**src/bonk_settings.svh**
```systemverilog
`ifndef BONK_SETTINGS_SVH
`define BONK_SETTINGS_SVH

// clk cycles per quarter of a bit cell, 1 us at 50 MHz
`define QUARTER_CYCLES 50

// cycles between poll starts
`define POLL_INTERVAL 40000

// command bits plus stop bit
`define POLL_BITS 25
`define POLL_COMMAND 24'h400300

// controller answer length
`define REPORT_BITS 64

// line idle time that closes a response
`define RESPONSE_TIMEOUT (8 * `QUARTER_CYCLES)

// hit values above this get both fields halved
`define SCREAM_THRESHOLD 8'h35

`endif

```
**src/bonkPkg.sv**
```systemverilog
`default_nettype none

`include "bonk_settings.svh"

package bonkPkg;

	// mapped controller report
	typedef struct packed {
		// bits 63..56 of the answer
		logic [7:0] hit;
		// microphone level, bits 11..0
		logic [11:0] scream;
	} report_t;

	// raw answer word, first received bit in the MSB
	typedef logic [`REPORT_BITS-1:0] raw_t;

	// poll encoder states
	typedef enum logic [1:0] {
		ENC_IDLE,
		ENC_SEND,
		ENC_LISTEN
	} encState_t;

endpackage

`default_nettype wire

```
**src/frameIf.sv**
```systemverilog
`timescale 1ns/1ps
`default_nettype none

interface frameIf;
	// one-cycle strobe with the decoded bit
	logic bitValid;
	logic bitValue;
	// first falling edge of a response
	logic frameStart;
	// response closed by idle timeout
	logic frameEnd;

	modport decoder (
		output bitValid,
		output bitValue,
		output frameStart,
		output frameEnd
	);

	modport assembler (
		input bitValid,
		input bitValue,
		input frameStart,
		input frameEnd
	);
endinterface

`default_nettype wire

```
**src/pollTimer.sv**
```systemverilog
`timescale 1ns/1ps
`default_nettype none

`include "bonk_settings.svh"

module pollTimer (
	input  logic clk,
	input  logic rst,
	output logic pollStart
);

	localparam int cntWidth = $clog2(`POLL_INTERVAL);

	logic [cntWidth-1:0] intervalCnt;

	// wraps every POLL_INTERVAL cycles, pulse on the wrap
	always_ff @(posedge clk) begin
		if (rst) begin
			intervalCnt <= '0;
			pollStart <= 1'b0;
		end else if (intervalCnt == cntWidth'(`POLL_INTERVAL - 1)) begin
			intervalCnt <= '0;
			pollStart <= 1'b1;
		end else begin
			intervalCnt <= intervalCnt + 1'b1;
			pollStart <= 1'b0;
		end
	end

	// a start is always a single-cycle pulse
	pollStartSingle: assert property (
		@(posedge clk) disable iff (rst)
		pollStart |=> !pollStart
	) else $error("pollStart held for more than one cycle");

endmodule

`default_nettype wire

```
**src/pollEncoder.sv**
```systemverilog
`timescale 1ns/1ps
`default_nettype none

`include "bonk_settings.svh"

module pollEncoder (
	input  logic clk,
	input  logic rst,
	input  logic pollStart,
	input  logic frameEnd,
	output logic dataDriveLow,
	output logic listen
);

	localparam int cmdBits = `POLL_BITS - 1;
	localparam int qWidth = $clog2(`QUARTER_CYCLES);
	localparam logic [cmdBits-1:0] pollCommand = `POLL_COMMAND;

	bonkPkg::encState_t state;
	logic [qWidth-1:0] quarterCnt;
	logic [1:0] quarterIdx;
	logic [4:0] bitIdx;

	logic lastQuarterCycle;
	logic lastQuarter;
	logic frameDone;
	logic [qWidth-1:0] nextQuarterCnt;
	logic [1:0] nextQuarterIdx;
	logic [4:0] nextBitIdx;
	logic nextBit;
	logic nextLow;

	// position in the frame one cycle ahead, so the output is a flop
	always_comb begin
		lastQuarterCycle = (quarterCnt == qWidth'(`QUARTER_CYCLES - 1));
		lastQuarter = lastQuarterCycle && (quarterIdx == 2'd3);
		frameDone = lastQuarter && (bitIdx == 5'(`POLL_BITS - 1));
		nextQuarterCnt = lastQuarterCycle ? '0 : quarterCnt + 1'b1;
		nextQuarterIdx = lastQuarterCycle ? quarterIdx + 1'b1 : quarterIdx;
		nextBitIdx = lastQuarter ? bitIdx + 1'b1 : bitIdx;
		// command MSB first, then the stop bit
		nextBit = (nextBitIdx < cmdBits) ? pollCommand[cmdBits - 1 - nextBitIdx] : 1'b1;
		// first quarter always low, middle quarters low only for a 0
		nextLow = (nextQuarterIdx == 2'd0) || (!nextBit && nextQuarterIdx != 2'd3);
	end

	always_ff @(posedge clk) begin
		if (rst) begin
			state <= bonkPkg::ENC_IDLE;
			quarterCnt <= '0;
			quarterIdx <= '0;
			bitIdx <= '0;
			dataDriveLow <= 1'b0;
		end else begin
			case (state)
				bonkPkg::ENC_IDLE: begin
					if (pollStart) begin
						state <= bonkPkg::ENC_SEND;
						quarterCnt <= '0;
						quarterIdx <= '0;
						bitIdx <= '0;
						dataDriveLow <= 1'b1;
					end
				end
				bonkPkg::ENC_SEND: begin
					if (frameDone) begin
						state <= bonkPkg::ENC_LISTEN;
						dataDriveLow <= 1'b0;
					end else begin
						quarterCnt <= nextQuarterCnt;
						quarterIdx <= nextQuarterIdx;
						bitIdx <= nextBitIdx;
						dataDriveLow <= nextLow;
					end
				end
				bonkPkg::ENC_LISTEN: begin
					if (frameEnd) begin
						state <= bonkPkg::ENC_IDLE;
					end
				end
				default: begin
					state <= bonkPkg::ENC_IDLE;
					dataDriveLow <= 1'b0;
				end
			endcase
		end
	end

	assign listen = (state == bonkPkg::ENC_LISTEN);

	// never pull the line while the decoder is listening
	noDriveWhileListen: assert property (
		@(posedge clk) disable iff (rst)
		!(dataDriveLow && listen)
	) else $error("dataDriveLow asserted during listen");

endmodule

`default_nettype wire

```
**src/lineDecoder.sv**
```systemverilog
`timescale 1ns/1ps
`default_nettype none

`include "bonk_settings.svh"

module lineDecoder (
	input  logic clk,
	input  logic rst,
	input  logic dataLine,
	input  logic listen,
	frameIf.decoder frame
);

	localparam int cntWidth = $clog2(`RESPONSE_TIMEOUT + 1);
	localparam logic [cntWidth-1:0] timeoutVal = cntWidth'(`RESPONSE_TIMEOUT);
	localparam logic [cntWidth-1:0] oneThreshold = cntWidth'(2 * `QUARTER_CYCLES);

	logic [1:0] syncQ;
	logic linePrev;
	logic lineNow;
	logic lineFall;
	logic lineRise;
	logic inFrame;
	logic [cntWidth-1:0] lowCnt;
	logic [cntWidth-1:0] highCnt;

	assign lineNow = syncQ[1];
	assign lineFall = linePrev && !lineNow;
	assign lineRise = !linePrev && lineNow;

	// two-flop synchronizer plus one flop for edge detection
	always_ff @(posedge clk) begin
		if (rst) begin
			syncQ <= 2'b11;
			linePrev <= 1'b1;
		end else begin
			syncQ <= {syncQ[0], dataLine};
			linePrev <= lineNow;
		end
	end

	always_ff @(posedge clk) begin
		if (rst || !listen) begin
			inFrame <= 1'b0;
			lowCnt <= '0;
			highCnt <= '0;
			frame.bitValid <= 1'b0;
			frame.bitValue <= 1'b0;
			frame.frameStart <= 1'b0;
			frame.frameEnd <= 1'b0;
		end else begin
			// low width, saturating
			if (!lineNow) begin
				if (lowCnt != timeoutVal) begin
					lowCnt <= lowCnt + 1'b1;
				end
			end else begin
				lowCnt <= '0;
			end

			// idle high time, saturating
			if (lineNow) begin
				if (highCnt != timeoutVal) begin
					highCnt <= highCnt + 1'b1;
				end
			end else begin
				highCnt <= '0;
			end

			if (lineFall) begin
				inFrame <= 1'b1;
			end
			frame.frameStart <= lineFall && !inFrame;

			// short low pulse is a 1
			frame.bitValid <= lineRise && inFrame;
			frame.bitValue <= lowCnt < oneThreshold;

			// timeout also releases the encoder when nobody answers
			frame.frameEnd <= lineNow && (highCnt == timeoutVal - 1'b1);
		end
	end

	// a start edge is a fall, a bit ends on a rise
	startNotBit: assert property (
		@(posedge clk) disable iff (rst)
		!(frame.bitValid && frame.frameStart)
	) else $error("bitValid and frameStart together");

endmodule

`default_nettype wire

```
**src/reportAssembler.sv**
```systemverilog
`timescale 1ns/1ps
`default_nettype none

`include "bonk_settings.svh"

module reportAssembler (
	input  logic clk,
	input  logic rst,
	frameIf.assembler frame,
	output bonkPkg::raw_t raw,
	output logic rawValid
);

	logic [6:0] bitCount;
	logic reportFull;

	assign reportFull = (bitCount == 7'(`REPORT_BITS));

	// bit count and completion strobe
	always_ff @(posedge clk) begin
		if (rst) begin
			bitCount <= '0;
			rawValid <= 1'b0;
		end else begin
			rawValid <= 1'b0;
			if (frame.frameStart || frame.frameEnd) begin
				// new frame or a dropped short one
				bitCount <= '0;
			end else if (frame.bitValid && !reportFull) begin
				bitCount <= bitCount + 1'b1;
				// the 64th bit completes the report
				if (bitCount == 7'(`REPORT_BITS - 1)) begin
					rawValid <= 1'b1;
				end
			end
		end
	end

	// payload bits only, first bit ends up in the MSB
	always_ff @(posedge clk) begin
		if (frame.bitValid && !reportFull && !frame.frameStart) begin
			raw <= {raw[`REPORT_BITS-2:0], frame.bitValue};
		end
	end

	// the stop bit and any extra bits never push the count past a report
	countBounded: assert property (
		@(posedge clk) disable iff (rst)
		bitCount <= 7'(`REPORT_BITS)
	) else $error("bit count overran the report length");

endmodule

`default_nettype wire

```
**src/reportMapper.sv**
```systemverilog
`timescale 1ns/1ps
`default_nettype none

`include "bonk_settings.svh"

module reportMapper (
	input  logic clk,
	input  logic rst,
	input  bonkPkg::raw_t raw,
	input  logic rawValid,
	output bonkPkg::report_t report,
	output logic reportValid
);

	logic [7:0] rawHit;
	logic [11:0] rawScream;
	bonkPkg::report_t mapped;

	// loud hits come in doubled, scale both fields back
	always_comb begin
		rawHit = raw[`REPORT_BITS-1 -: 8];
		rawScream = raw[11:0];
		if (rawHit > `SCREAM_THRESHOLD) begin
			mapped.hit = rawHit >> 1;
			mapped.scream = rawScream >> 1;
		end else begin
			mapped.hit = rawHit;
			mapped.scream = rawScream;
		end
	end

	// outputs hold until the next complete report
	always_ff @(posedge clk) begin
		if (rst) begin
			report <= '0;
			reportValid <= 1'b0;
		end else begin
			reportValid <= rawValid;
			if (rawValid) begin
				report <= mapped;
			end
		end
	end

endmodule

`default_nettype wire

```
**src/bonkController.sv**
```systemverilog
`timescale 1ns/1ps
`default_nettype none

module bonkController (
	input  logic clk,
	input  logic rst,
	input  logic dataLine,
	output logic dataDriveLow,
	output logic [7:0] hit,
	output logic [11:0] scream,
	output logic reportValid
);

	logic pollStart;
	logic listen;
	bonkPkg::raw_t raw;
	logic rawValid;
	bonkPkg::report_t report;

	frameIf frameBus ();

	pollTimer timer0 (
		.clk(clk),
		.rst(rst),
		.pollStart(pollStart)
	);

	pollEncoder encoder0 (
		.clk(clk),
		.rst(rst),
		.pollStart(pollStart),
		.frameEnd(frameBus.frameEnd),
		.dataDriveLow(dataDriveLow),
		.listen(listen)
	);

	lineDecoder decoder0 (
		.clk(clk),
		.rst(rst),
		.dataLine(dataLine),
		.listen(listen),
		.frame(frameBus.decoder)
	);

	reportAssembler assembler0 (
		.clk(clk),
		.rst(rst),
		.frame(frameBus.assembler),
		.raw(raw),
		.rawValid(rawValid)
	);

	reportMapper mapper0 (
		.clk(clk),
		.rst(rst),
		.raw(raw),
		.rawValid(rawValid),
		.report(report),
		.reportValid(reportValid)
	);

	assign hit = report.hit;
	assign scream = report.scream;

endmodule

`default_nettype wire

```
**config.mk**
```make
export PLATFORM = sky130hd
export DESIGN_NAME = bonkController
export DESIGN_NICKNAME = d
export VERILOG_FILES = /design/src/bonkPkg.sv /design/src/frameIf.sv /design/src/pollTimer.sv /design/src/pollEncoder.sv /design/src/lineDecoder.sv /design/src/reportAssembler.sv /design/src/reportMapper.sv /design/src/bonkController.sv
export VERILOG_INCLUDE_DIRS = /design/src /design/src/src
export SDC_FILE = /design/constraint.sdc
export NUM_CORES = 1
export LEC_CHECK = 0
export BUFFER_PORTS_ARGS = -buffer_cell sky130_fd_sc_hd__buf_2
export CAP_MARGIN = 20
export CELL_PAD_IN_SITES_DETAIL_PLACEMENT = 1
export CELL_PAD_IN_SITES_GLOBAL_PLACEMENT = 1
export CORE_MARGIN = 10
export CORE_UTILIZATION = 35
export CTS_CLUSTER_SIZE = 16
export DETAILED_ROUTE_END_ITERATION = 16
export HOLD_SLACK_MARGIN = 0.05
export PLACE_DENSITY = 0.58
export SYNTH_ARGS = -nofsm -noshare
export SYNTH_HDL_FRONTEND = slang
export SYNTH_SLANG_ARGS = --single-unit
export TNS_END_PERCENT = 1
```
**constraint.sdc**
```tcl
create_clock -name clk -period 3.73 [get_ports clk]
set_input_delay 0.5595 -clock clk [delete_from_list [all_inputs] [get_ports clk]]
set_output_delay 0.5595 -clock clk [all_outputs]
set_load 0.02 [all_outputs]
```
### Word-level counts from Yosys, hierarchy flattened

Memory sizes are Yosys's and may differ from the RTL's.
Index checks and enable logic that the tools add are counted.

* register bits: 152
* ROM bits: 32
* input port bits: 3
* output and inout port bits: 22
* word-level logic and storage cells: 109
* memories kept: 1

Memory list
* (no name shown): words 32, width 1, rd ports 1, clocked after Yosys merged registers in 0, write ports 0, line pollEncoder.sv:42 `nextBit = (nextBitIdx < cmdBits) ? pollCommand[cmdBits - 1 - nextBitIdx] : 1'b1;`

* $add $sub $neg: 8
* $lt $le $gt $ge: 4
* eq/ne operators: 16
* muxes and demuxes: 24
* bitwise operators: 3
* reduce and logical (&&, ||, !) cells: 31

Operator list (count)
* less-than comparator 32 x 6 -> 1 bit, second input constant: 1
* two-way mux 20 bit: 1
* adder 9 x 1 -> 9 bit, second input constant: 2
* two-way mux 6 bit: 3
* != test 9 bit, second input constant: 2
* adder 16 x 1 -> 16 bit, second input constant: 1
* == test 16 bit, second input constant: 1
* two-way mux 5 bit: 3
* two-way mux 2 bit: 6
* one-hot mux 6 bit (2 select lines): 1
* logical AND 1 bit: 10
* one-hot mux 5 bit (2 select lines): 1
* == test 9 bit, second input constant: 1
* less-than comparator 9 x 7 -> 1 bit, second input constant: 1
* greater-than comparator 8 x 6 -> 1 bit, second input constant: 1
* OR reduction 2 bit: 4
* adder 7 x 1 -> 7 bit, second input constant: 1
* == test 7 x 6 -> 1 bit, second input constant: 1
* == test 7 bit, second input constant: 1
* logical NOT 1 bit: 7
* adder 6 x 1 -> 6 bit, second input constant: 1
* == test 6 bit, second input constant: 1
* two-way mux 1 bit: 6
* != test 2 bit, second input constant: 3
* other kinds (18): 26

### Longest topological paths before layout

* word-level depth: 12
* depth in mapped cells: 13
* gate-level depth less buffers: 12

### Cells and area by module

A second synthesis with hierarchy kept.

* cell total of the unflattened synthesis: 561
* area total of the unflattened synthesis: 6317.3 um2

Modules (own cells, without submodules)
* reportAssembler: instances 1, cells an instance 109, area an instance 2323.5 um2
* lineDecoder: instances 1, cells an instance 127, area an instance 1151.1 um2
* reportMapper: instances 1, cells an instance 119, area an instance 1068.5 um2
* pollEncoder: instances 1, cells an instance 127, area an instance 1026.0 um2
* pollTimer: instances 1, cells an instance 79, area an instance 748.2 um2

### Worst setup path after synthesis

No wires, ideal clock.

* path type: reg2reg
* from: register assembler0.bitCount[0]
* to: register assembler0.raw[0] (enable)
* setup time: 0.486 ns
* arrival: 3.460 ns
* setup slack: -0.216 ns
* cell stages (with the launch flop): 6
* cell sequence: dfxtp_1 -> inv_1 -> ha_1 -> nand2b_1 -> o21ai_2 -> nor2_1

* cells in the longest elaborated chain, start to end: 4

RTL lines
* start: declaration: line reportAssembler.sv:14 `logic [6:0] bitCount;`
* start signal: assignment: line reportAssembler.sv:30 `bitCount <= bitCount + 1'b1;`
* == test 7 bit: line reportAssembler.sv:17 `` assign reportFull = (bitCount == 7'(`REPORT_BITS)); ``
* logical NOT 1 bit: line reportAssembler.sv:41 `if (frame.bitValid && !reportFull && !frame.frameStart) begin`
* logical AND 1 bit (2 in a row): line reportAssembler.sv:41
* end signal: assignment: line reportAssembler.sv:42 `` raw <= {raw[`REPORT_BITS-2:0], frame.bitValue}; ``
* end: declaration: line reportAssembler.sv:10 `output bonkPkg::raw_t raw,`

Every way passes these cells.
A chain may end at the register's enable or synchronous reset.

### Final worst setup path

* from: register encoder0.quarterCnt[0]
* to: register encoder0.dataDriveLow

* cells in the longest elaborated chain, start to end: 12

RTL lines
* start: declaration: line pollEncoder.sv:20 `logic [qWidth-1:0] quarterCnt;`
* start signal: assignment: line pollEncoder.sv:70 `quarterCnt <= nextQuarterCnt;`
* == test 6 bit (*): line pollEncoder.sv:35 `` lastQuarterCycle = (quarterCnt == qWidth'(`QUARTER_CYCLES - 1)); ``
* logical AND 1 bit: line pollEncoder.sv:36 `lastQuarter = lastQuarterCycle && (quarterIdx == 2'd3);`
* two-way mux 5 bit: line pollEncoder.sv:40 `nextBitIdx = lastQuarter ? bitIdx + 1'b1 : bitIdx;`
* subtractor 5 x 5 -> 6 bit: line pollEncoder.sv:42
* memory (32 x 1 bit)
* two-way mux 1 bit (not written as such): line pollEncoder.sv:42
* two-way mux 1 bit: line pollEncoder.sv:42
* logical NOT 1 bit: line pollEncoder.sv:44 `nextLow = (nextQuarterIdx == 2'd0) || (!nextBit && nextQuarterIdx != 2'd3);`
* logical AND 1 bit: line pollEncoder.sv:44
* logical OR 1 bit: line pollEncoder.sv:44
* two-way mux 1 bit (*): line pollEncoder.sv:66 `if (frameDone) begin`
* one-hot mux 1 bit (3 select lines) (*): line pollEncoder.sv:55 `case (state)`
* end signal: assignment: line pollEncoder.sv:73 `dataDriveLow <= nextLow;`
* end: declaration: line pollEncoder.sv:11 `output logic dataDriveLow,`

Every way passes the cells marked *; elsewhere a longest branch is shown, timed or not. The select of a mux whose other input is x is not followed.

==> summary.md <==
| Metric | Value |
|---|---|
| Crit path capture type | `register` |
| Num CTS Buffers | `17` |
| Final HPWL DP | `slightly above 7 mm` |
| Crit Path Class | `register to register` |
| Critical Path RT | `~4.0 ns` |
| Synth Register Bits | `~150` |
| Fmax | `~310 MHz` |
| Vias in the first global route | `roughly 4000` |
| Tot GR Track Use | `0.1040` |
| Syn avg cell area | `11.28 um2` |
| Worst hold endpoint | `decoder0.syncQ[0]` |
| Layout area overhead | `17.00%` |
| Crit path launch type | `register` |
| Gp weighted congestion | `~0.77` |
| Post-place setup slack | `0.5368 ns` |
| Status | `complete, no violations` |
| Max-slew violation count | `0` |
| Ys Warns | `0` |
| Post-Route WL | `roughly 11 mm` |
| Reg clk slew, reported paths | `roughly 0.060 ns` |
| R2R depth | `11` |
| Synth top cells by count | `dfxtp_1, nor2_1, edfxtp_1` |
| Worst EP arrival | `3.49 ns` |
| Metal1 wirelength | `5.395 mm` |
| Max-Cap Viols | `0` |
| Initial Utilization | `0.3564` |
| Residual DRC count | `0` |
| Final Hold Fails | `0` |
| Met3 routed WL | `452 um` |
| Post-synthesis sequential area ratio | `0.6255` |
| Largest family of logic cells by synthesized area | `simple AND/OR/NAND/NOR gates` |
| Vias per cell | `~4.8` |
| Hold buffer count at cts | `0` |
| Synth Area in XOR/XNOR | `0.05779` |
| Post-layout minimum cycle time | `around 3.2 ns` |
| Finished Core Util | `0.4170` |
| Setup Fix Bufs, Post-CTS | `0` |
| Peak fanout along the critical path | `6` |
| Hold path start | `dataLine` |
| Die span in y | `between 100 and 150 um` |
| Drt wl/cell | `about 14 um` |
| CTS tree | `built` |
| Hold Crit Class | `primary input to register` |
| Final non-filler cell total | `about 780` |
| Final Cycle Share | `0.8609` |
| Reg2reg setup slack | `between 0.5 and 0.6 ns` |
| Die width | `approximately 150 um` |
| Synth top area share | `0.3263` |
| Cells after synthesis | `522` |
| CTS Root Cell | `clkbuf_16` |
| Slew headroom | `0.4692` |
| Post-Synth Simple-Gate Area | `0.1772` |
| Unrepaired setup endpoints after global routing | `false` |
| Mapped Area | `between 0.005 and 0.006 mm2` |
| Clock tree buffer depth | `2` |
| Global route overflow | `0` |
| Synth Area in Compound Gates | `0.07648` |
| Vias | `between 3000 and 4000` |
| DRT Pass-1 Iters | `4` |
| Post-route ant nets | `0` |
| Initial antenna violation count | `0` |
| Final setup violation count | `0` |
| Depth of the worst hold-timing path | `2` |
| Synth unique cells | `57` |
| Antenna Diode Count | `0` |
| Leak | `2.358 nW` |
| Setup ws final | `0.5188 ns` |
| Uppermost layer routed | `met4` |
| Largest net degree at the start of global routing | `between 60 and 70` |
| Worst clock skew | `0.01296 ns` |
| Pwr dens | `517.0 mW/mm2` |
| Adder-cell share of the synthesized area | `0.02762` |
| Total power | `between 3 and 4 mW` |
| Die Footprint | `0.02242 mm2` |
| Main synth FF type | `dfxtp_1` |
| Synth Net Count | `between 500 and 600` |
| PortBufs | `24` |
| First-pass GRT wire length | `approximately 19 mm` |
| CTS sink cnt | `about 150` |
| Io pins | `25` |
| Post-synthesis mux area share | `0.01126` |
| Reg2Reg Capture Point | `encoder0.dataDriveLow` |
| Final setup TNS | `0 ns` |
| Most frequent cell after synthesis | `dfxtp_1` |
| Least-Margin Pin Slew | `around 0.8 ns` |
| Post-synth EDFFs | `64` |
| Initial DRC Count | `177` |
| Level count of the clock H-tree | `4` |
| Synth area leader | `edfxtp_1` |
| # rows | `47` |
| Met2 routed WL | `approximately 5.1 mm` |
| Critical R2R Launch | `encoder0.quarterCnt[0]` |
| Max VDD drop | `321.1 uV` |
| Clk_lat worst skew | `between 0.4 and 0.5 ns` |
| Resize count post-CTS | `0` |
| Top cells by area, synth | `edfxtp_1, dfxtp_1, nor2_1` |
| Dpl cells | `about 750` |
| Fraction of registers with async set/reset | `0` |
| Core area | `0.01652 mm2` |
| Share of layout cells above drive strength 1 | `0.1241` |
| Nets@finish | `roughly 570` |
[cell usage in the layout, fill, tap and decap left out, types with 3 or more instances in the layout]
cell type	n
a211oi_1	3
a21oi_1	13
a311oi_1	18
and2_1	3
and3_1	8
buf_2	24
buf_4	4
bufinv_16	3
clkbuf_16	18
clkinv_4	3
dfxtp_1	88
edfxtp_1	64
ha_1	13
inv_1	17
inv_6	4
mux2i_1	4
nand2_1	49
nand2b_1	6
nand3_1	18
nand4_1	12
nor2_1	78
nor2b_1	7
nor3_1	7
nor3b_1	5
o21ai_0	6
or2_2	3
or3_1	4
xnor2_1	18
xor2_1	19
[power breakdown]
part / switching [mW] / total [mW] / internal [mW]
sequential: 0.00315 / 1.73 / 1.72
combinational: 0.0154 / 0.0207 / 0.00535
clock: 0.695 / 1.82 / 1.12
total: 0.713 / 3.56 / 2.85
[worst max path at each step]
stage                           startpoint                     to  slack, ns  cells after the start
floorplan           encoder0.quarterCnt[0]  encoder0.dataDriveLow       0.72                     12
global placement    encoder0.quarterCnt[0]  encoder0.dataDriveLow       0.58                     11
detailed placement  encoder0.quarterCnt[0]  encoder0.dataDriveLow       0.54                     11
CTS                 encoder0.quarterCnt[0]  encoder0.dataDriveLow       0.52                     11
global route        encoder0.quarterCnt[0]  encoder0.dataDriveLow       0.31                     11
finish              encoder0.quarterCnt[0]  encoder0.dataDriveLow       0.52                     11
[critical path, stage by stage (launching register included)]
cell	delay, ns
dfxtp_1	0.40
ha_1	0.16
nor3b_2	0.33
and3_1	0.30
nand4_1	0.16
xnor2_2	0.18
ha_1	0.31
or4b_1	0.47
o32a_1	0.30
mux2_4	0.25
a21oi_1	0.15
a311oi_1	0.07
[sequential cells by signal, indices dropped and copies added (netlist names)]
name                       flops
encoder0.quarterCnt            6
mapper0.reportValid            1
encoder0.state                 2
assembler0.raw                64
decoder0.lowCnt                9
timer0.intervalCnt            16
encoder0.bitIdx                5
decoder0.frame.frameEnd        1
decoder0.syncQ                 2
decoder0.linePrev              1
encoder0.dataDriveLow          1
timer0.pollStart               1
assembler0.rawValid            1
assembler0.bitCount            7
decoder0.highCnt               9
encoder0.quarterIdx            2
mapper0.report                20
decoder0.frame.bitValue        1
decoder0.frame.bitValid        1
decoder0.frame.frameStart      1
decoder0.inFrame               1
[cells by family (layout without fill, tap and decap cells)]
logic type	after synthesis	in the layout
AND/OR/NAND/NOR	216	216
flip-flops	152	152
AO/OA/AOI/OAI	61	61
XOR/XNOR	38	38
buffers and inverters	36	78
adder cells (fa/ha/maj)	13	13
multiplexers	6	6
[final cells by class]
type,count,area [um2]
fillers,1810,9634
flip-flops and latches,152,3684
multi-input cells,334,2071
clock buffers,20,467.9
well taps,220,275.3
repair buffers,29,165.2
clock inverters,12,163.9
inverters,17,63.81
[metrics by stage]
step | hold WS [ns] | instance area [um2]
global route | 0.3474 | 6890
CTS | 0.3250 | 6883
global placement | 0.3960 | 6236
floorplan | 0.3855 | 5892
finish | 0.3485 | 6890
detailed placement | 0.3945 | 6251
[per-layer routing]
layer | track usage | vias to the layer above
li1 | - | 1903
met1 | 0.1335 | 1827
met2 | 0.1579 | 45
met3 | 0.03442 | 15
met4 | 0.04227 | 0
met5 | 0 | -
Note: power is estimated with default switching activity, not from simulation.
